### config.mk
export PLATFORM = sky130hd
export DESIGN_NAME = id_serialize_top
export DESIGN_NICKNAME = d
export VERILOG_FILES = /design/src/axi_rd_pkg.sv /design/src/id_ser_pkg.sv /design/src/ar_arbiter.sv /design/src/ar_id_demux.sv /design/src/id_serialize_top.sv /design/src/r_return.sv /design/src/slot_serializer.sv
export SDC_FILE = /design/constraint.sdc
export NUM_CORES = 1
export LEC_CHECK = 0
export CORE_ASPECT_RATIO = 1.5
export CORE_MARGIN = 10
export CORE_UTILIZATION = 36
export DETAILED_ROUTE_END_ITERATION = 8
export DONT_BUFFER_PORTS = 1
export PLACE_DENSITY = 0.47
export REMOVE_ABC_BUFFERS = 1
export SYNTH_ARGS = -nofsm -noshare
export SYNTH_HDL_FRONTEND = slang
export SYNTH_SLANG_ARGS = --single-unit
### constraint.sdc
create_clock -name clk_i -period 3.2 [get_ports clk_i]
set_input_delay 0.32 -clock clk_i [delete_from_list [all_inputs] [get_ports clk_i]]
set_output_delay 0.32 -clock clk_i [all_outputs]
set_load 0.05 [all_outputs]
### src/axi_rd_pkg.sv
// AXI read-channel field widths and types
// Shared by the AR and R paths of both ports
package axi_rd_pkg;

  // Address width of both AR channels
  localparam int unsigned AddrWidth = 32;

  // Data width of both R channels
  localparam int unsigned DataWidth = 32;

  // Burst length field, beats minus one
  localparam int unsigned LenWidth = 8;

  typedef logic [AddrWidth-1:0] addr_t;
  typedef logic [DataWidth-1:0] data_t;
  typedef logic [LenWidth-1:0]  len_t;

endpackage

### src/id_ser_pkg.sv
// ID widths and types for the read-path ID serializer
// Slave IDs are wide, master IDs double as the slot index
package id_ser_pkg;

  // ID width at the slave port
  localparam int unsigned SlvIdWidth = 6;

  // ID width at the master port
  localparam int unsigned MstIdWidth = 2;

  // Largest slot count the master ID can address
  // Each slot issues under its own master ID
  localparam int unsigned MaxSlots = 2 ** MstIdWidth;

  // Original transaction ID as seen at the slave port
  typedef logic [SlvIdWidth-1:0] slv_id_t;

  // Master-side ID, identical to the slot index
  typedef logic [MstIdWidth-1:0] mst_id_t;

endpackage

### src/ar_arbiter.sv
// Round-robin AR arbiter
// Merges slot requests into one registered master AR stage tagged with the slot ID
module ar_arbiter #(
  parameter int unsigned NumSlots = 4
) (
  input  logic                clk_i,
  input  logic                arst_n_i,
  input  logic [NumSlots-1:0] slot_req_i,
  input  axi_rd_pkg::addr_t   ar_addr_i,
  input  axi_rd_pkg::len_t    ar_len_i,
  input  logic                mst_ar_ready_i,
  output logic [NumSlots-1:0] slot_grant_o,
  output logic                mst_ar_valid_o,
  output id_ser_pkg::mst_id_t mst_ar_id_o,
  output axi_rd_pkg::addr_t   mst_ar_addr_o,
  output axi_rd_pkg::len_t    mst_ar_len_o
);

  id_ser_pkg::mst_id_t rr_q;      // slot with top priority next round
  id_ser_pkg::mst_id_t pick;
  logic                pick_vld;
  logic                valid_q;
  logic                load;

  // Scan from the priority pointer, first requester wins
  always_comb begin
    int unsigned idx;
    pick     = '0;
    pick_vld = 1'b0;
    for (int unsigned i = 0; i < NumSlots; i++) begin
      idx = (32'(rr_q) + i) % NumSlots;
      if (!pick_vld && slot_req_i[idx]) begin
        pick     = id_ser_pkg::mst_id_t'(idx);
        pick_vld = 1'b1;
      end
    end
  end

  // Register free now or emptied this cycle
  assign load = pick_vld & (~valid_q | mst_ar_ready_i);

  always_comb begin
    slot_grant_o       = '0;
    slot_grant_o[pick] = load;
  end

  always_ff @(posedge clk_i or negedge arst_n_i) begin
    if (!arst_n_i) begin
      valid_q <= 1'b0;
      rr_q    <= '0;
    end else if (load) begin
      valid_q <= 1'b1;
      // Priority moves just past the granted slot
      rr_q    <= id_ser_pkg::mst_id_t'((32'(pick) + 1) % NumSlots);
    end else if (mst_ar_ready_i) begin
      valid_q <= 1'b0;
    end
  end

  // Output payload, slot index becomes the master ID
  always_ff @(posedge clk_i) begin
    if (load) begin
      mst_ar_id_o   <= pick;
      mst_ar_addr_o <= ar_addr_i;
      mst_ar_len_o  <= ar_len_i;
    end
  end

  assign mst_ar_valid_o = valid_q;

endmodule

### src/ar_id_demux.sv
// AR ID demux
// Maps each slave AR ID onto a serializer slot and steers the handshake there
module ar_id_demux #(
  parameter int unsigned NumSlots     = 4,
  parameter int unsigned IdBaseOffset = 1
) (
  input  logic                slv_ar_valid_i,
  input  id_ser_pkg::slv_id_t slv_ar_id_i,
  input  logic [NumSlots-1:0] slot_ar_ready_i,
  output logic [NumSlots-1:0] slot_ar_valid_o,
  output id_ser_pkg::mst_id_t slot_sel_o,
  output logic                slv_ar_ready_o
);

  // Slot index at full integer width, before truncation
  int unsigned slot_idx;

  // Modulo map with base offset
  // Offset rotates which slot the low IDs land on
  always_comb begin
    slot_idx = (32'(slv_ar_id_i) + IdBaseOffset) % NumSlots;
  end

  // Always below NumSlots, so it fits the master ID
  assign slot_sel_o = id_ser_pkg::mst_id_t'(slot_idx);

  // Only the selected slot sees valid
  always_comb begin
    slot_ar_valid_o             = '0;
    slot_ar_valid_o[slot_sel_o] = slv_ar_valid_i;
  end

  // Ready comes back from the same slot
  // A full slot only blocks the IDs that map onto it
  assign slv_ar_ready_o = slot_ar_ready_i[slot_sel_o];

endmodule

### src/id_serialize_top.sv
// AXI read-path ID serializer
// Narrows slave AR IDs onto a few master IDs and restores them on R
module id_serialize_top #(
  parameter int unsigned NumSlots     = 4,
  parameter int unsigned TxnsPerSlot  = 2,
  parameter int unsigned IdBaseOffset = 1
) (
  input  logic                clk_i,
  input  logic                arst_n_i,
  // Slave AR
  input  logic                slv_ar_valid_i,
  output logic                slv_ar_ready_o,
  input  id_ser_pkg::slv_id_t slv_ar_id_i,
  input  axi_rd_pkg::addr_t   slv_ar_addr_i,
  input  axi_rd_pkg::len_t    slv_ar_len_i,
  // Slave R
  output logic                slv_r_valid_o,
  input  logic                slv_r_ready_i,
  output id_ser_pkg::slv_id_t slv_r_id_o,
  output axi_rd_pkg::data_t   slv_r_data_o,
  output logic                slv_r_last_o,
  // Master AR
  output logic                mst_ar_valid_o,
  input  logic                mst_ar_ready_i,
  output id_ser_pkg::mst_id_t mst_ar_id_o,
  output axi_rd_pkg::addr_t   mst_ar_addr_o,
  output axi_rd_pkg::len_t    mst_ar_len_o,
  // Master R
  input  logic                mst_r_valid_i,
  output logic                mst_r_ready_o,
  input  id_ser_pkg::mst_id_t mst_r_id_i,
  input  axi_rd_pkg::data_t   mst_r_data_i,
  input  logic                mst_r_last_i
);

  // Per-slot AR handshake
  logic [NumSlots-1:0] slot_ar_valid;
  logic [NumSlots-1:0] slot_ar_ready;
  logic [NumSlots-1:0] slot_req;
  logic [NumSlots-1:0] slot_grant;

  // Per-slot R return
  id_ser_pkg::slv_id_t [NumSlots-1:0] slot_r_id;
  logic [NumSlots-1:0]                slot_r_hit;
  logic                               slot_r_done;

  ar_id_demux #(
    .NumSlots     ( NumSlots     ),
    .IdBaseOffset ( IdBaseOffset )
  ) i_ar_id_demux (
    .slv_ar_valid_i  ( slv_ar_valid_i ),
    .slv_ar_id_i     ( slv_ar_id_i    ),
    .slot_ar_ready_i ( slot_ar_ready  ),
    .slot_ar_valid_o ( slot_ar_valid  ),
    // Arbiter derives the slot from the request vector
    .slot_sel_o      (                ),
    .slv_ar_ready_o  ( slv_ar_ready_o )
  );

  for (genvar i = 0; i < NumSlots; i++) begin : gen_slots
    slot_serializer #(
      .TxnsPerSlot ( TxnsPerSlot )
    ) i_slot_serializer (
      .clk_i      ( clk_i            ),
      .arst_n_i   ( arst_n_i         ),
      .ar_valid_i ( slot_ar_valid[i] ),
      .ar_id_i    ( slv_ar_id_i      ),
      .ar_grant_i ( slot_grant[i]    ),
      .ar_ready_o ( slot_ar_ready[i] ),
      .ar_req_o   ( slot_req[i]      ),
      .r_hit_i    ( slot_r_hit[i]    ),
      .r_done_i   ( slot_r_done      ),
      .r_id_o     ( slot_r_id[i]     )
    );
  end

  // Address and length go straight from the slave port to the arbiter
  ar_arbiter #(
    .NumSlots ( NumSlots )
  ) i_ar_arbiter (
    .clk_i          ( clk_i          ),
    .arst_n_i       ( arst_n_i       ),
    .slot_req_i     ( slot_req       ),
    .ar_addr_i      ( slv_ar_addr_i  ),
    .ar_len_i       ( slv_ar_len_i   ),
    .mst_ar_ready_i ( mst_ar_ready_i ),
    .slot_grant_o   ( slot_grant     ),
    .mst_ar_valid_o ( mst_ar_valid_o ),
    .mst_ar_id_o    ( mst_ar_id_o    ),
    .mst_ar_addr_o  ( mst_ar_addr_o  ),
    .mst_ar_len_o   ( mst_ar_len_o   )
  );

  r_return #(
    .NumSlots ( NumSlots )
  ) i_r_return (
    .mst_r_valid_i ( mst_r_valid_i ),
    .mst_r_id_i    ( mst_r_id_i    ),
    .mst_r_data_i  ( mst_r_data_i  ),
    .mst_r_last_i  ( mst_r_last_i  ),
    .slv_r_ready_i ( slv_r_ready_i ),
    .slot_r_id_i   ( slot_r_id     ),
    .mst_r_ready_o ( mst_r_ready_o ),
    .slot_r_hit_o  ( slot_r_hit    ),
    .slot_r_done_o ( slot_r_done   ),
    .slv_r_valid_o ( slv_r_valid_o ),
    .slv_r_id_o    ( slv_r_id_o    ),
    .slv_r_data_o  ( slv_r_data_o  ),
    .slv_r_last_o  ( slv_r_last_o  )
  );

endmodule

### src/r_return.sv
// R return router
// Sends master R beats to the slot named by their ID and restores the slave ID
module r_return #(
  parameter int unsigned NumSlots = 4
) (
  input  logic                               mst_r_valid_i,
  input  id_ser_pkg::mst_id_t                mst_r_id_i,
  input  axi_rd_pkg::data_t                  mst_r_data_i,
  input  logic                               mst_r_last_i,
  input  logic                               slv_r_ready_i,
  input  id_ser_pkg::slv_id_t [NumSlots-1:0] slot_r_id_i,
  output logic                               mst_r_ready_o,
  output logic [NumSlots-1:0]                slot_r_hit_o,
  output logic                               slot_r_done_o,
  output logic                               slv_r_valid_o,
  output id_ser_pkg::slv_id_t                slv_r_id_o,
  output axi_rd_pkg::data_t                  slv_r_data_o,
  output logic                               slv_r_last_o
);

  // One-hot slot decode of the master ID
  always_comb begin
    slot_r_hit_o = '0;
    for (int unsigned i = 0; i < NumSlots; i++) begin
      slot_r_hit_o[i] = mst_r_valid_i & (32'(mst_r_id_i) == i);
    end
  end

  // Restored ID from the head of the addressed slot
  // IDs above NumSlots never occur, they read back as zero
  always_comb begin
    slv_r_id_o = '0;
    for (int unsigned i = 0; i < NumSlots; i++) begin
      if (32'(mst_r_id_i) == i) begin
        slv_r_id_o = slot_r_id_i[i];
      end
    end
  end

  // Beat passes straight through
  assign slv_r_valid_o = mst_r_valid_i;
  assign slv_r_data_o  = mst_r_data_i;
  assign slv_r_last_o  = mst_r_last_i;
  assign mst_r_ready_o = slv_r_ready_i;

  // Last beat accepted at the slave port ends the burst
  assign slot_r_done_o = mst_r_valid_i & slv_r_ready_i & mst_r_last_i;

endmodule

### src/slot_serializer.sv
// Per-slot read serializer
// Keeps the original AR IDs in issue order and restores them on R beats
module slot_serializer #(
  parameter int unsigned TxnsPerSlot = 2
) (
  input  logic                clk_i,
  input  logic                arst_n_i,
  // AR side
  input  logic                ar_valid_i,
  input  id_ser_pkg::slv_id_t ar_id_i,
  input  logic                ar_grant_i,
  output logic                ar_ready_o,
  output logic                ar_req_o,
  // R side
  input  logic                r_hit_i,
  input  logic                r_done_i,
  output id_ser_pkg::slv_id_t r_id_o
);

  localparam int unsigned PtrWidth = (TxnsPerSlot > 1) ? $clog2(TxnsPerSlot) : 1;
  localparam int unsigned CntWidth = $clog2(TxnsPerSlot + 1);

  // Original IDs, oldest at the read pointer
  id_ser_pkg::slv_id_t id_mem [TxnsPerSlot];

  logic [PtrWidth-1:0] wr_ptr_q;
  logic [PtrWidth-1:0] rd_ptr_q;
  logic [CntWidth-1:0] cnt_q;
  logic                full;
  logic                push;
  logic                pop;

  // Pointer step with wrap at the FIFO depth
  // Depth need not be a power of two
  function automatic logic [PtrWidth-1:0] ptr_inc(input logic [PtrWidth-1:0] ptr);
    return (ptr == PtrWidth'(TxnsPerSlot - 1)) ? '0 : ptr + 1'b1;
  endfunction

  assign full = (cnt_q == CntWidth'(TxnsPerSlot));

  // Ask the arbiter only while an ID slot is free
  assign ar_req_o = ar_valid_i & ~full;

  // Grant implies a request, so it already includes room
  assign ar_ready_o = ar_grant_i;

  // AR transfer of this slot
  assign push = ar_valid_i & ar_grant_i;

  // Last beat addressed to this slot retires the head
  assign pop = r_hit_i & r_done_i & (cnt_q != '0);

  // All reads of the slot share one master ID
  // Responses therefore come back in issue order, head is the match
  assign r_id_o = id_mem[rd_ptr_q];

  always_ff @(posedge clk_i or negedge arst_n_i) begin
    if (!arst_n_i) begin
      wr_ptr_q <= '0;
      rd_ptr_q <= '0;
      cnt_q    <= '0;
    end else begin
      if (push) begin
        wr_ptr_q <= ptr_inc(wr_ptr_q);
      end
      if (pop) begin
        rd_ptr_q <= ptr_inc(rd_ptr_q);
      end
      // Fill count, unchanged on push and pop together
      case ({push, pop})
        2'b10:   cnt_q <= cnt_q + 1'b1;
        2'b01:   cnt_q <= cnt_q - 1'b1;
        default: cnt_q <= cnt_q;
      endcase
    end
  end

  // ID storage
  always_ff @(posedge clk_i) begin
    if (push) begin
      id_mem[wr_ptr_q] <= ar_id_i;
    end
  end

endmodule

**Yosys cells after proc, flatten, opt, wreduce, memory -nomap -nowiden**

Memories as Yosys holds them, arrays and structs flattened.
Cells that the tools add are included.

- $add $sub $neg: 21
- Bitwise gates (word level): 31
- Eq/ne operators: 15
- Reduce and logical (&&, ||, !) cells: 18
- $lt $le $gt $ge: 8
- Muxes and demuxes: 48

Operators with widths:

| kind | count |
|---|---|
| $mux W1 | 29 |
| $mux W6 | 4 |
| $and A1 B1 Y1 | 23 |
| $eq A2 B2 Y1 const B | 10 |
| $lt A2 B3 Y1 const B | 6 |
| $reduce_bool A2 Y1 | 9 |
| $pmux W2 S2 | 4 |
| $add A2 B1 Y2 const B | 7 |
| $bmux W1 S2 | 5 |
| $eq A2 B1 Y1 const B | 5 |
| $add A1 B1 Y1 const B | 8 |
| $and A4 B4 Y4 | 2 |
| $mux W2 | 4 |
| $sub A2 B1 Y2 const B | 4 |
| $logic_and A1 B1 Y1 | 5 |
| $not A1 Y1 | 5 |
| $add A2 B2 Y2 const B | 2 |
| $demux W1 S2 | 2 |
| $ge A2 B1 Y1 const B | 2 |
| $logic_not A1 Y1 | 3 |
| $logic_not A2 Y1 | 1 |
| $or A1 B1 Y1 | 1 |

- Input bits: 87
- Memories kept: 4
- RAM bits: 48
- Word-level logic and storage cells: 162
- Register bits after elaboration: 61

Memories:

| name | words | bits a word | read ports | clocked after memory_dff | wr ports | line | text |
|---|---|---|---|---|---|---|---|
| gen_slots[0].i_slot_serializer.id_mem | 2 | 6 | 1 | 0 | 1 | slot_serializer.sv:24 | `id_ser_pkg::slv_id_t id_mem [TxnsPerSlot];` |
| gen_slots[1].i_slot_serializer.id_mem | 2 | 6 | 1 | 0 | 1 | slot_serializer.sv:24 |  |
| gen_slots[2].i_slot_serializer.id_mem | 2 | 6 | 1 | 0 | 1 | slot_serializer.sv:24 |  |
| gen_slots[3].i_slot_serializer.id_mem | 2 | 6 | 1 | 0 | 1 | slot_serializer.sv:24 |  |

**Longest topological paths before layout**

Gate-level depths: netlist of run 1.

- Depth after elaboration: 27
- Mapped depth: 13

**Cells and area by module**

A second synthesis of run 1 with hierarchy kept.

- Cells, all modules: 283
- Area, all modules: 4,682.0 sq um

Modules (own cells, without submodules):

| module | instances | area each (sq um) | cells an instance |
|---|---|---|---|
| slot_serializer | 4 | 635.6 | 37 |
| ar_arbiter | 1 | 1,579.0 | 76 |
| r_return | 1 | 455.4 | 48 |
| ar_id_demux | 1 | 105.1 | 11 |

**Worst setup path before layout of run 1**

No wires, ideal clock.

- Path kind: input to output
- From: in slv_ar_id_i[0]
- To: out slv_ar_ready_o
- Arrival time: 2.311 ns
- Buffers on the path: 0
- Stages on the path: 8
- Path slack: 0.569 ns
- Data required time: 2.880 ns
- Cells stage by stage: ha_1 nand2_2 o32ai_1 a211oi_1 o21ai_0 ha_1 mux4_2 nor2b_1

- Longest elaborated chain between the ends: 26
- Elaborated cells between the ends (all ways): 42
- Those cells by class: add/sub (1); order compare (4); mux (22); bitwise (7); reduce/logical (8)

RTL lines:

| item | line | text |
|---|---|---|
| start, declared | id_serialize_top.sv:13 | `input id_ser_pkg::slv_id_t slv_ar_id_i,` |
| $add A2 B1 Y2 * | ar_id_demux.sv:21 | `slot_idx = (32'(slv_ar_id_i) + IdBaseOffset) % NumSlots;` |
| $lt A2 B3 Y1 (implied by the code) or $ge A2 B1 Y1 (tied branches) | ar_id_demux.sv:30 | `slot_ar_valid_o[slot_sel_o] = slv_ar_valid_i;` |
| $logic_and A1 B1 Y1 (implied by the code) | ar_id_demux.sv:30 |  |
| $mux W1 (implied by the code) | ar_id_demux.sv:30 |  |
| $demux W1 S2 | n/a |  |
| $and A4 B4 Y4 (no line) | n/a |  |
| $and A1 B1 Y1 | slot_serializer.sv:42 | `assign ar_req_o = ar_valid_i & ~full;` |
| $bmux W1 S2 | ar_arbiter.sv:32 | `if (!pick_vld && slot_req_i[idx]) begin` |
| [10 not listed] | n/a |  |
| $mux W2 | ar_arbiter.sv:32 |  |
| $lt A2 B3 Y1 (implied by the code) or $ge A2 B1 Y1 (tied branches) | ar_arbiter.sv:44 | `slot_grant_o[pick] = load;` |
| $logic_and A1 B1 Y1 (implied by the code) | ar_arbiter.sv:44 |  |
| $mux W1 (implied by the code) | ar_arbiter.sv:44 |  |
| $demux W1 S2 | n/a |  |
| $and A4 B4 Y4 (no line) | n/a |  |
| $bmux W1 S2 * | ar_id_demux.sv:35 | `assign slv_ar_ready_o = slot_ar_ready_i[slot_sel_o];` |
| $mux W1 (implied by the code) * | ar_id_demux.sv:35 |  |
| end, declared | id_serialize_top.sv:12 | `output logic slv_ar_ready_o,` |

Every way passes the cells marked *; elsewhere a longest branch is shown, timed or not. The select of a mux whose other input is x is not followed.

**Worst setup path in the final report of run 1**

- From: reg gen_slots[0].i_slot_serializer.cnt_q[0]
- To: out slv_ar_ready_o

- Longest elaborated chain between the ends: 22
- Elaborated cells between the ends (all ways): 34
- Those cells by class: order compare (2); eq/ne (1); mux (20); bitwise (4); reduce/logical (7)

RTL lines:

| item | line | text |
|---|---|---|
| start, declared | slot_serializer.sv:28 | `logic [CntWidth-1:0] cnt_q;` |
| start signal, assigned | slot_serializer.sv:71 | `2'b10: cnt_q <= cnt_q + 1'b1;` |
| start signal, assigned | slot_serializer.sv:72 | `2'b01: cnt_q <= cnt_q - 1'b1;` |
| start signal, assigned | slot_serializer.sv:73 | `default: cnt_q <= cnt_q;` |
| $eq A2 B2 Y1 * | slot_serializer.sv:39 | `assign full = (cnt_q == CntWidth'(TxnsPerSlot));` |
| $not A1 Y1 * | slot_serializer.sv:42 |  |
| $and A1 B1 Y1 * | slot_serializer.sv:42 |  |
| $bmux W1 S2 | ar_arbiter.sv:32 |  |
| $mux W1 (implied by the code) | ar_arbiter.sv:32 |  |
| $mux W1 | ar_arbiter.sv:32 |  |
| $logic_not A1 Y1 | ar_arbiter.sv:32 |  |
| $logic_and A1 B1 Y1 | ar_arbiter.sv:32 |  |
| [6 not listed] | n/a |  |
| $mux W2 | ar_arbiter.sv:32 |  |
| $lt A2 B3 Y1 (implied by the code) or $ge A2 B1 Y1 (tied branches) | ar_arbiter.sv:44 |  |
| $logic_and A1 B1 Y1 (implied by the code) | ar_arbiter.sv:44 |  |
| $mux W1 (implied by the code) | ar_arbiter.sv:44 |  |
| $demux W1 S2 | n/a |  |
| $and A4 B4 Y4 (no line) * | n/a |  |
| $bmux W1 S2 * | ar_id_demux.sv:35 |  |
| $mux W1 (implied by the code) * | ar_id_demux.sv:35 |  |

Marks and branches as above.

==> results of run 1 <==
[timing repair]
item | CTS | global route
setup endpoints to repair | 0 | 1
gates resized for setup | 0 | 2
endpoints found under the hold margin | 19 | 0
hold buffers | 1 | 0
[area by class of cell]
type	count	area, um^2	share of cell area, %
clock buffers	9	225	4.53
clock inverters	7	66.3	1.33
inverters	16	60.1	1.21
multi-input cells	127	1150	23.2
flip-flops and latches	109	3180	63.9
well taps	159	199	4.00
repair buffers	12	92.6	1.86
[flip-flops by register name (all words and copies together) (netlist names)]
name and cells:
gen_slots.i_slot_serializer.id_mem 48, i_ar_arbiter.mst_ar_addr_o 32, i_ar_arbiter.mst_ar_valid_o 1, i_ar_arbiter.mst_ar_len_o 8, gen_slots.i_slot_serializer.wr_ptr_q 4, gen_slots.i_slot_serializer.cnt_q 8, gen_slots.i_slot_serializer.rd_ptr_q 4, i_ar_arbiter.mst_ar_id_o 2
i_ar_arbiter.rr_q 2
[stage by stage]
stage / total power [mW] / setup WS [ns] / hold WS [ns] / area (um^2) / cells
CTS: 3.82 / 0.129 / 0.0498 / 4970 / 439
floorplan: 2.57 / 0.570 / 0.0244 / 4390 / 252
detailed placement: 2.73 / 0.492 / 0.0256 / 4670 / 422
global route: 3.93 / 0.0185 / 0.0438 / 4970 / 439
global placement: 2.72 / 0.508 / 0.0257 / 4670 / 422
finish: 3.75 / 0.140 / 0.0693 / 4970 / 439
[Yosys cell counts, types with 4 or more instances]
library cell | n | share of area (%)
nor2_1 | 18 | 1.4
xor2_1 | 8 | 1.5
xnor2_1 | 12 | 2.2
ha_1 | 12 | 3.2
buf_2 | 6 | 0.64
mux4_2 | 7 | 3.4
mux2i_1 | 24 | 5.1
nor3_1 | 4 | 0.43
o21ai_2 | 4 | 0.75
edfxtp_1 | 90 | 58
o21ai_0 | 6 | 0.64
buf_4 | 36 | 5.8
inv_1 | 16 | 1.3
dfrtp_1 | 19 | 10
[routing by layer]
| layer | global-route usage (%) | part of all wire, % | vias to the layer above |
|---|---|---|---|
| met5 | 4.03 | 0.69 | - |
| met4 | 3.76 | 1.2 | 2 |
| met3 | 8.06 | 11 | 11 |
| met2 | 19.9 | 49 | 110 |
| met1 | 13.2 | 38 | 1096 |
| li1 | - | - | 992 |
[power by group through the flow]
| stage | clock network (mW) | logic [mW] | registers (mW) |
|---|---|---|---|
| CTS | 1.11 | 0.538 | 2.17 |
| global placement | 0 | 0.525 | 2.20 |
| finish | 1.06 | 0.528 | 2.16 |
| detailed placement | 0 | 0.528 | 2.20 |
| floorplan | 0 | 0.446 | 2.13 |
| global route | 1.15 | 0.583 | 2.19 |
[cell families after synthesis]
logic type / count (synthesis) / share of synthesized area, %
buffers and inverters: 58 / 7.68
xor gates and xnor gates: 20 / 3.74
muxes: 32 / 8.80
adders and majority gates: 12 / 3.20
AOI/OAI and AO/OA: 19 / 3.87
DFF: 109 / 67.8
and+or+nand+nor: 44 / 4.94
[worst min-delay path by stage]
stage	startpoint	to	slack [ns]	cells after the start
6_report	slv_ar_addr_i[21]	i_ar_arbiter.mst_ar_addr_o[21]	0.07	0
5_1_grt	slv_ar_addr_i[21]	i_ar_arbiter.mst_ar_addr_o[21]	0.04	0
4_1_cts	slv_ar_len_i[5]	i_ar_arbiter.mst_ar_len_o[5]	0.05	0
3_5_place_dp	arst_n_i	gen_slots[1].i_slot_serializer.wr_ptr_q	0.03	0
3_3_place_gp	arst_n_i	gen_slots[1].i_slot_serializer.wr_ptr_q	0.03	0
2_1_floorplan	arst_n_i	gen_slots[0].i_slot_serializer.cnt_q[0]	0.02	0
[critical path, stage by stage, from the launching register on]
cell and delay [ns]:
dfrtp_1 0.44, nor2b_2 0.28, o32ai_1 0.11, a211oi_1 0.31
o21ai_0 0.17, ha_1 0.26, mux4_2 0.48, nor2b_1 0.15
buf_4 0.19
==> qor.yml, run 1 <==
clock_network:
  clockRootBuffer: "clkbuf_16"
  cts.path.max_buffers: 2
  cts_setup_buffers: 0
  tritoncts: "done"
  cts_buffers: 9
  clock_sinks: 109
  clkSlewWorstSetupHoldPaths_ns: 0.08
  h-tree-depth: 3
  clkLatencyLatePin_ns: 0.34
power:
  power_switching_mw: 1.24
  combPwrFrac_pct: 14.1
  seqPwrFrac_pct: 57.6
  ir_drop_mv: 0.370
  p_clk_share_pct: 28.3
  p_per_area_nw_per_um2: 755
  power.leakage_nw: 1.78
  internal-power_mw: 2.52
  power_switching_share_pct: 33.0
setup_path:
  cp_max_fo: 4
  reg2regPathDepth: 10
  cp-endpoint: "slv_ar_ready_o"
  cp-end-kind: "output pin"
  worstPathRequired_ns: 2.88
  reg2reg_setup_slack_ns: 0.58
  crit_start: "gen_slots[0].i_slot_serializer.cnt_q[0]"
  crit_arrival_ns: 2.74
  r2r_start: "gen_slots[0].i_slot_serializer.cnt_q[0]"
  worstReg2RegEnd: "gen_slots[2].i_slot_serializer.cnt_q[1]"
  startpoint_type: "flip-flop"
  critical_path_class: "flip-flop to output pin"
grt:
  grt_pass1_vias: 2430
  overflow: 0
  grt_pass1_wl_um: 16400
  grtUsageTotal_pct: 12.6
  grt_max_degree: 43
  antenna_found_initial: 0
routing:
  vias_per_cell: 5.04
  num_vias: 2211
  wl_um: 11400
  drc: 0
  antenna_left: 0
  dr.first_iter.drc_count: 85
  drt_first_pass_iters: 4
  wl_per_cell_um: 25.9
placed_design:
  hpwl_um: 8650
  gp_congestion: 0.742
  io_buffers: 0
die:
  dieWidth_um: 113
  core_area_um2: 12900
  die_h_um: 160
  die-area_um2: 18100
  row_count: 51
  io_pins: 172
  start_util_pct: 36.4
synth:
  synth.avg_cell_area_um2: 16.0
  async_reset_ff_share_pct: 17.4
  synth_warnings: 0
  synthCells: 294
  yosysUniqueCellTypes: 34
  netlist_area_um2: 4690
  ys.flop_type: "edfxtp_1"
  ys_ff_latch: 109
  synth_edf_count: 90
  ys_seq_area_share_pct: 67.8
sta:
  tightestPinTransition_ns: 0.976
  rsz0062_at_grt: "no"
  slew_headroom_pct: 34.7
  fin_tns_setup_ns: 0
  maxSlewViolCount: 0
  setup_viol: 0
  final.setup_skew_ns: 0.00659
  finalCritPeriodShare_pct: 95.6
  period_minus_slack_ns: 3.06
  hold_viol: 0
  fmax_ghz: 0.327
cells_and_area:
  drive_above_1_share_pct: 16.8
  num_antenna_cells: 0
  area_growth_pct: 6.03
  fillers: 1225
  final_util_pct: 38.6
  layout_commonest_cell: "edfxtp_1"
  final_cell_mix: "edfxtp_1, mux2i_1, dfrtp_1"
  fin_nets: 374
run_status:
  status: "finished clean"
run:
  cap_violations: 0
worst_hold_path:
  hold_class: "primary input to flip-flop"
Power figures use the tool's default switching activity.
==> run 2, diff against run 1 <==
--- a/config.mk
+++ b/config.mk
@@ -10,8 +10,11 @@
 export CORE_UTILIZATION = 36
 export DETAILED_ROUTE_END_ITERATION = 8
 export DONT_BUFFER_PORTS = 1
+export MAX_ROUTING_LAYER = met4
 export PLACE_DENSITY = 0.47
 export REMOVE_ABC_BUFFERS = 1
+export SKIP_CTS_REPAIR_TIMING = 1
 export SYNTH_ARGS = -nofsm -noshare
 export SYNTH_HDL_FRONTEND = slang
+export SYNTH_HIERARCHICAL = 1
 export SYNTH_SLANG_ARGS = --single-unit
==> run 2 against run 1 <==
Effect of this change:
- setup slack better by 0.032 ns
- clock power about the same
- die area down 0.14%
- maximum frequency rose by 1.1%
- worst hold slack got worse by 0.0031 ns
- largest cell class unchanged
- non-clock buffer count down 2
- count of clock-buffer cells in the layout did not move
- routed wire length is 5.5% lower
==> qor.yml, run 2 <==
cells_and_area:
  area_growth_pct: 5.64
  area.sequential_um2: 3180  # unchanged
  layout_commonest_cell: "edfxtp_1"
  largest_reg_flops: 48  # unchanged
  fin_nets: 358  # -4.3%
  final_util_pct: 38.4  # -0.20 points
  final_cell_mix: "edfxtp_1, mux2_2, dfrtp_1"
  multi_input_area_um2: 1180  # +2.3%
  reg_top3: "gen_slots.i_slot_serializer/id_mem x48, i_ar_arbiter/mst_ar_addr_o x32"
  finalNonFillerCells: 423  # -3.6%
  max_flop_register: "gen_slots.i_slot_serializer/id_mem"
  num_antenna_cells: 0  # unchanged
  fillers: 1202  # -1.9%
  drive_above_1_share_pct: 26.5  # +9.7 points
worst_hold_path:
  hold_class: "primary input to flip-flop"
power:
  p_clk_share_pct: 29.7  # +1.4 points
  power.leakage_nw: 1.85  # +3.8%
  seqPwrFrac_pct: 58.0  # +0.4 points
  power_switching_mw: 1.12  # -9.3%
  power_switching_share_pct: 31.3  # -1.7 points
  ir_drop_mv: 0.318  # -14%
  fin_total_pwr_mw: 3.59  # -4.3%
  internal-power_mw: 2.47  # -1.9%
  combPwrFrac_pct: 12.3  # -1.8 points
  p_per_area_nw_per_um2: 726  # -3.8%
grt:
  grt_util_met3_pct: 6.41  # -1.6 points
  antenna_found_initial: 0  # unchanged
  grtUsageTotal_pct: 12.2  # -0.39 points
  grtUsageMet2_pct: 17.5  # -2.4 points
  grt.busiest_layer: "met2"
  grt_pass1_wl_um: 15700  # -4.5%
  overflow: 0  # unchanged
  grt_max_degree: 45  # +4.7%
  grt_pass1_vias: 2403  # -1.1%
  grt.met1_usage_pct: 14.4  # +1.2 points
sta:
  final.setup_skew_ns: 0.0109  # +0.00429 ns
  tightestPinTransition_ns: 0.991  # +0.0146 ns
  finalCritPeriodShare_pct: 94.6  # -1.0 points
  worst_slack_ns: 0.173  # +0.0323 ns
  maxSlewViolCount: 0  # unchanged
  fin_tns_setup_ns: 0  # unchanged
  rsz0062_at_grt: "no"
  slew_headroom_pct: 33.7  # -0.97 points
  period_minus_slack_ns: 3.03  # -0.0323 ns
  hold_viol: 0  # unchanged
  fmax_ghz: 0.330  # +1.1%
  setup_viol: 0  # unchanged
placed_design:
  hpwl_um: 7960  # -7.9%
  gp_congestion: 0.769  # +3.7%
  dp.cells: 405  # -4.0%
  pre_cts_ws_ns: -0.0459  # -0.538 ns
  io_buffers: 0  # unchanged
die:
  start_util_pct: 36.3  # -0.058 points
  row_count: 51  # unchanged
  die-area_um2: 18100  # -0.14%
  dieWidth_um: 113  # about the same
  core_area_um2: 12900  # unchanged
  io_pins: 172  # unchanged
  die_h_um: 160  # about the same
synth:
  synthCells: 283  # -3.7%
  synth.most_common_cell: "edfxtp_1"
  async_reset_ff_share_pct: 17.4  # unchanged
  synthTopCellsByCount: "edfxtp_1, buf_4, mux2_2, dfrtp_1"
  synthTopCellsByArea: "edfxtp_1, dfrtp_1, buf_4, mux2_2, mux4_2"
  yosysUniqueCellTypes: 34  # unchanged
  ys_ff_latch: 109  # unchanged
  yosysTopAreaCell: "edfxtp_1"
  netlist_area_um2: 4680  # -0.16%
  synth.avg_cell_area_um2: 16.5  # +3.7%
  ys_seq_area_share_pct: 67.9  # +0.11 points
  ys.flop_type: "edfxtp_1"
  synth_edf_count: 90  # unchanged
  yosysTopAreaCellShare_pct: 57.7  # +0.092 points
  synth_warnings: 6  # +6
routing:
  wl_um: 10700  # -5.5%
  drc: 0  # unchanged
  num_vias: 2134  # -3.5%
  drt_first_pass_iters: 4  # unchanged
  vias_per_cell: 5.04  # +0.17%
  wl_per_cell_um: 25.4  # -1.9%
  antenna_left: 0  # unchanged
  dr.first_iter.drc_count: 65  # -24%
run_status:
  status: "finished clean"
run:
  cap_violations: 0  # unchanged
clock_network:
  cts.path.max_buffers: 2  # unchanged
  clockRootBuffer: "clkbuf_16"
  clkLatencyLatePin_ns: 0.34  # about the same
  h-tree-depth: 3  # unchanged
  clkSlewWorstSetupHoldPaths_ns: 0.08  # about the same
  tritoncts: "done"
  cts_buffers: 9  # unchanged
  clock_sinks: 109  # unchanged
setup_path:
  critical_path_class: "flip-flop to output pin"
  worstPathRequired_ns: 2.88  # about the same
  crit_arrival_ns: 2.71  # -0.03 ns
  startpoint_type: "flip-flop"
  cp_max_fo: 6  # +2
  cp-end-kind: "output pin"
-- run 2: cell families (layout without fill, tap and decap cells) --
group           count (synthesis)  after routing  synth area share [%]
flops                         109            109                  67.9
buf+inv                        51             32                  7.51
simple gates                   43             43                  5.40
mux                            33             33                  9.67
xor+xnor                       20             20                  3.74
compound gates                 15             15                  2.59
fa+ha+maj                      12             12                  3.21
-- run 2: path summary, 6_finish.rpt --
check	startpoint	endpoint	slack (ns)	cells past startpoint
worst max-delay path	gen_slots[3].i_slot_serializer/cnt_q[0]	slv_ar_ready_o	0.17	8
worst min-delay path	slv_ar_len_i[0]	i_ar_arbiter/mst_ar_len_o[0]	0.07	0
worst max register to register	gen_slots[3].i_slot_serializer/cnt_q[0]	gen_slots[2].i_slot_serializer/cnt_q[1]	0.62	12
worst min register to register	gen_slots[0].i_slot_serializer/wr_ptr_q	gen_slots[0].i_slot_serializer/wr_ptr_q	0.50	1
max in group asynchronous	arst_n_i	gen_slots[2].i_slot_serializer/rd_ptr_q	2.01	1
min in group asynchronous	arst_n_i	gen_slots[1].i_slot_serializer/wr_ptr_q	0.58	1
-- run 2: power groups by stage --
stage / logic (mW) / registers (mW) / clock network (mW)
2_1_floorplan: 0.355 / 2.06 / 0
3_3_place_gp: 0.424 / 2.12 / 0
3_5_place_dp: 0.424 / 2.12 / 0
4_1_cts: 0.428 / 2.09 / 1.11
5_1_grt: 0.485 / 2.11 / 1.16
6_report: 0.442 / 2.08 / 1.06
-- run 2: cell type report --
type                       instances  area share, %
clock buffer                       9           4.55
clock inverter                     7           1.34
inverter                           6          0.455
multi-input combinational        123           23.8
sequential                       109           64.3
tap                              159           4.02
timing repair buffer              10           1.57
-- run 2: metal layers --
metal  wire [um]  vias up
met2        5110      116
met1        4440     1057
met3        1040        6
met4         155        0
li1            -      955
met5           0        -
-- run 2: worst max-delay path: stages (launching register included) --
cell	delay, ns
dfrtp_1	0.38
inv_1	0.09
a21boi_4	0.24
nand2b_1	0.17
nand2_1	0.08
a221o_2	0.41
ha_1	0.19
and3_2	0.19
mux4_2	0.62
-- run 2: per-stage QoR --
| stage | cell area [um^2] | hold WS, ns |
|---|---|---|
| detailed placement | 4610 | 0.0252 |
| finish | 4950 | 0.0661 |
| floorplan | 4350 | 0.0244 |
| CTS | 4900 | -0.357 |
| global placement | 4610 | 0.0253 |
| global route | 4950 | 0.0385 |
==> run 3, diff against run 2 <==
--- a/config.mk
+++ b/config.mk
@@ -7,13 +7,14 @@
 export LEC_CHECK = 0
 export CORE_ASPECT_RATIO = 1.5
 export CORE_MARGIN = 10
-export CORE_UTILIZATION = 36
+export CORE_UTILIZATION = 25
 export DETAILED_ROUTE_END_ITERATION = 8
 export DONT_BUFFER_PORTS = 1
 export MAX_ROUTING_LAYER = met4
-export PLACE_DENSITY = 0.47
+export PLACE_DENSITY = 0.35
 export REMOVE_ABC_BUFFERS = 1
 export SKIP_CTS_REPAIR_TIMING = 1
+export SLEW_MARGIN = 10
 export SYNTH_ARGS = -nofsm -noshare
 export SYNTH_HDL_FRONTEND = slang
 export SYNTH_HIERARCHICAL = 1
==> run 3 against run 2 <==
Effect of this change:
- setup slack lost 0.074 ns
- worst hold slack lost 0.011 ns
- count of clock-buffer cells in the layout grew 1
- clock power is essentially flat
- die area grew 37%
- highest routed layer unchanged
==> qor.yml, run 3 (synthesis gave the netlist of run 2 again) <==
run_status:
  status: "finished clean"
setup_path:
  startpoint_type: "flip-flop"
  critPathSlowestCell: "mux4_2"
  crit_arrival_ns: 2.78  # +0.07 ns
  cp_cell_sequence: "inv_2 -> a21boi_4 -> buf_4 -> nor4_4 -> a21oi_1 -> and3_2 -> ha_1 -> and3_2 -> mux4_2 -> buf_12"
  critical_path_class: "flip-flop to output pin"
  slowest_delay_ns: 0.52  # -0.10 ns
  r2r_start: "gen_slots[3].i_slot_serializer/cnt_q[0]"
  critical_path.most_common_cell: "and3_2"
  worstPathRequired_ns: 2.88  # about the same
  cp-end-kind: "output pin"
  cp_max_fo: 4  # -2
  crit_start: "gen_slots[3].i_slot_serializer/cnt_q[0]"
grt:
  grt_pass1_wl_um: 16600  # +6.2%
  grt_pass1_vias: 2484  # +3.4%
  grt_max_degree: 45  # unchanged
  antenna_found_initial: 0  # unchanged
  overflow: 0  # unchanged
  grtUsageTotal_pct: 9.58  # -2.6 points
power:
  seqPwrFrac_pct: 56.8  # -1.2 points
  power_switching_mw: 1.15  # +2.5%
  p_clk_share_pct: 29.9  # +0.2 points
  combPwrFrac_pct: 13.3  # +1.0 points
  power_switching_share_pct: 31.4  # +0.17 points
  power.leakage_nw: 1.92  # +3.5%
  internal-power_mw: 2.51  # +1.7%
  ir_drop_mv: 0.260  # -18%
  p_per_area_nw_per_um2: 707  # -2.5%
routing:
  dr.first_iter.drc_count: 94  # +45%
  antenna_left: 0  # unchanged
  wl_um: 11500  # +6.7%
  num_vias: 2167  # +1.5%
  drc: 0  # unchanged
  vias_per_cell: 4.12  # -18%
  wl_per_cell_um: 21.8  # -14%
  drt_first_pass_iters: 4  # unchanged
die:
  row_count: 61  # +20%
  die_h_um: 188  # +17%
  dieWidth_um: 132  # +16%
  io_pins: 172  # unchanged
  start_util_pct: 25.3  # -11 points
  die-area_um2: 24700  # +37%
  core_area_um2: 18500  # +43%
placed_design:
  io_buffers: 0  # unchanged
  dpl-instance-area_um2: 4790  # +3.8%
  hpwl_um: 8590  # +7.8%
  gp_congestion: 0.740  # -3.8%
sta:
  maxSlewViolCount: 0  # unchanged
  fmax_ghz: 0.322  # -2.4%
  setup_viol: 0  # unchanged
  finalCritPeriodShare_pct: 96.9  # +2.3 points
  period_minus_slack_ns: 3.10  # +0.0742 ns
  hold_viol: 0  # unchanged
  rsz0062_at_grt: "no"
  final.setup_skew_ns: 0.0142  # +0.00333 ns
  slew_headroom_pct: 61.7  # +28 points
  tightestPinTransition_ns: 0.573  # -0.418 ns
clock_network:
  clkSlewWorstSetupHoldPaths_ns: 0.08  # about the same
  h-tree-depth: 3  # unchanged
  clkLatencyLatePin_ns: 0.35  # about the same
  cts_buffers: 9  # unchanged
  clockRootBuffer: "clkbuf_16"
  cts.path.max_buffers: 2  # unchanged
  tritoncts: "done"
  clock_sinks: 109  # unchanged
cells_and_area:
  area_growth_pct: 10.5
  drive_above_1_share_pct: 29.6  # +3.0 points
  reg_top3: "gen_slots.i_slot_serializer/id_mem x48, i_ar_arbiter/mst_ar_addr_o x32"
  final_cell_mix: "edfxtp_1, mux2_2, dfrtp_1"
  largest_reg_flops: 48  # unchanged
  final_util_pct: 28.0  # -10 points
  fin_nets: 368  # +2.8%
  max_flop_register: "gen_slots.i_slot_serializer/id_mem"
  final_area_um2: 5170  # +4.6%
  layout_commonest_cell: "edfxtp_1"
  num_antenna_cells: 0  # unchanged
worst_hold_path:
  hold_start: "slv_ar_id_i[2]"
  hold_class: "primary input to flip-flop"
run:
  cap_violations: 0  # unchanged
==> run 3: changes by cell type in the layout (fill, tap and decap cells not counted), moves of 2 or more <==
cell,before,now
a21boi_2,2,0
a21boi_0,0,2
buf_4,9,17
buf_12,0,2
==> run 3: layer usage <==
layer	GRT usage (%)	up-vias	wire, um
met2	15.2	91	5860
li1	-	973	-
met1	10.2	1089	4410
met5	-	-	0
met4	4.33	0	235
met3	4.23	14	955
==> run 3: final timing paths <==
path	end	slack, ns	cells past startpoint
setup / recovery	slv_ar_ready_o	0.1	10
hold / removal	gen_slots[0].i_slot_serializer/id_mem[0][2]	0.06	0
setup reg to reg	gen_slots[2].i_slot_serializer/cnt_q[1]	0.57	12
hold reg to reg	gen_slots[0].i_slot_serializer/cnt_q[1]	0.49	1
max in group asynchronous	gen_slots[3].i_slot_serializer/cnt_q[0]	2.66	2
min in group asynchronous	gen_slots[0].i_slot_serializer/cnt_q[0]	0.38	2
==> run 3: power groups by stage <==
stage | combinational (mW) | sequential (mW) | clock (mW)
after floorplan | 0.355 | 2.06 | 0
after global routing | 0.535 | 2.11 | 1.20
final | 0.487 | 2.08 | 1.09
after CTS | 0.455 | 2.09 | 1.14
after global placement | 0.449 | 2.12 | 0
after detailed placement | 0.450 | 2.11 | 0
==> run 3: cell type report <==
class	instances	area, um^2
fillers	1880	13300
well taps	252	315
multi-input cells	123	1190
repair buffers	20	178
inverters	6	22.5
flip-flops and latches	109	3180
clock inverters	6	65.1
clock buffers	10	229
==> run 3: worst max-delay path, delay by kind of cell (launching register included) <==
| family | cells | cell delay, ns |
|---|---|---|
| fa+ha+maj | 1 | 0.18 |
| simple gates | 3 | 0.75 |
| buf+inv | 3 | 0.42 |
| compound gates | 2 | 0.14 |
| flops | 1 | 0.43 |
| mux | 1 | 0.52 |
==> run 3: metrics by stage <==
step / setup slack [ns] / power (mW) / hold slack [ns] / setup TNS [ns] / std cells
after CTS: -0.181 / 3.68 / -0.363 / -0.181 / 520
final: 0.0985 / 3.66 / 0.0551 / 0 / 526
after global placement: -0.0274 / 2.57 / 0.0256 / -0.0274 / 504
after global routing: 0.00728 / 3.84 / 0.0328 / 0 / 526
after floorplan: 0.249 / 2.41 / 0.0244 / 0 / 238
after detailed placement: -0.000964 / 2.56 / 0.0255 / -0.000964 / 504
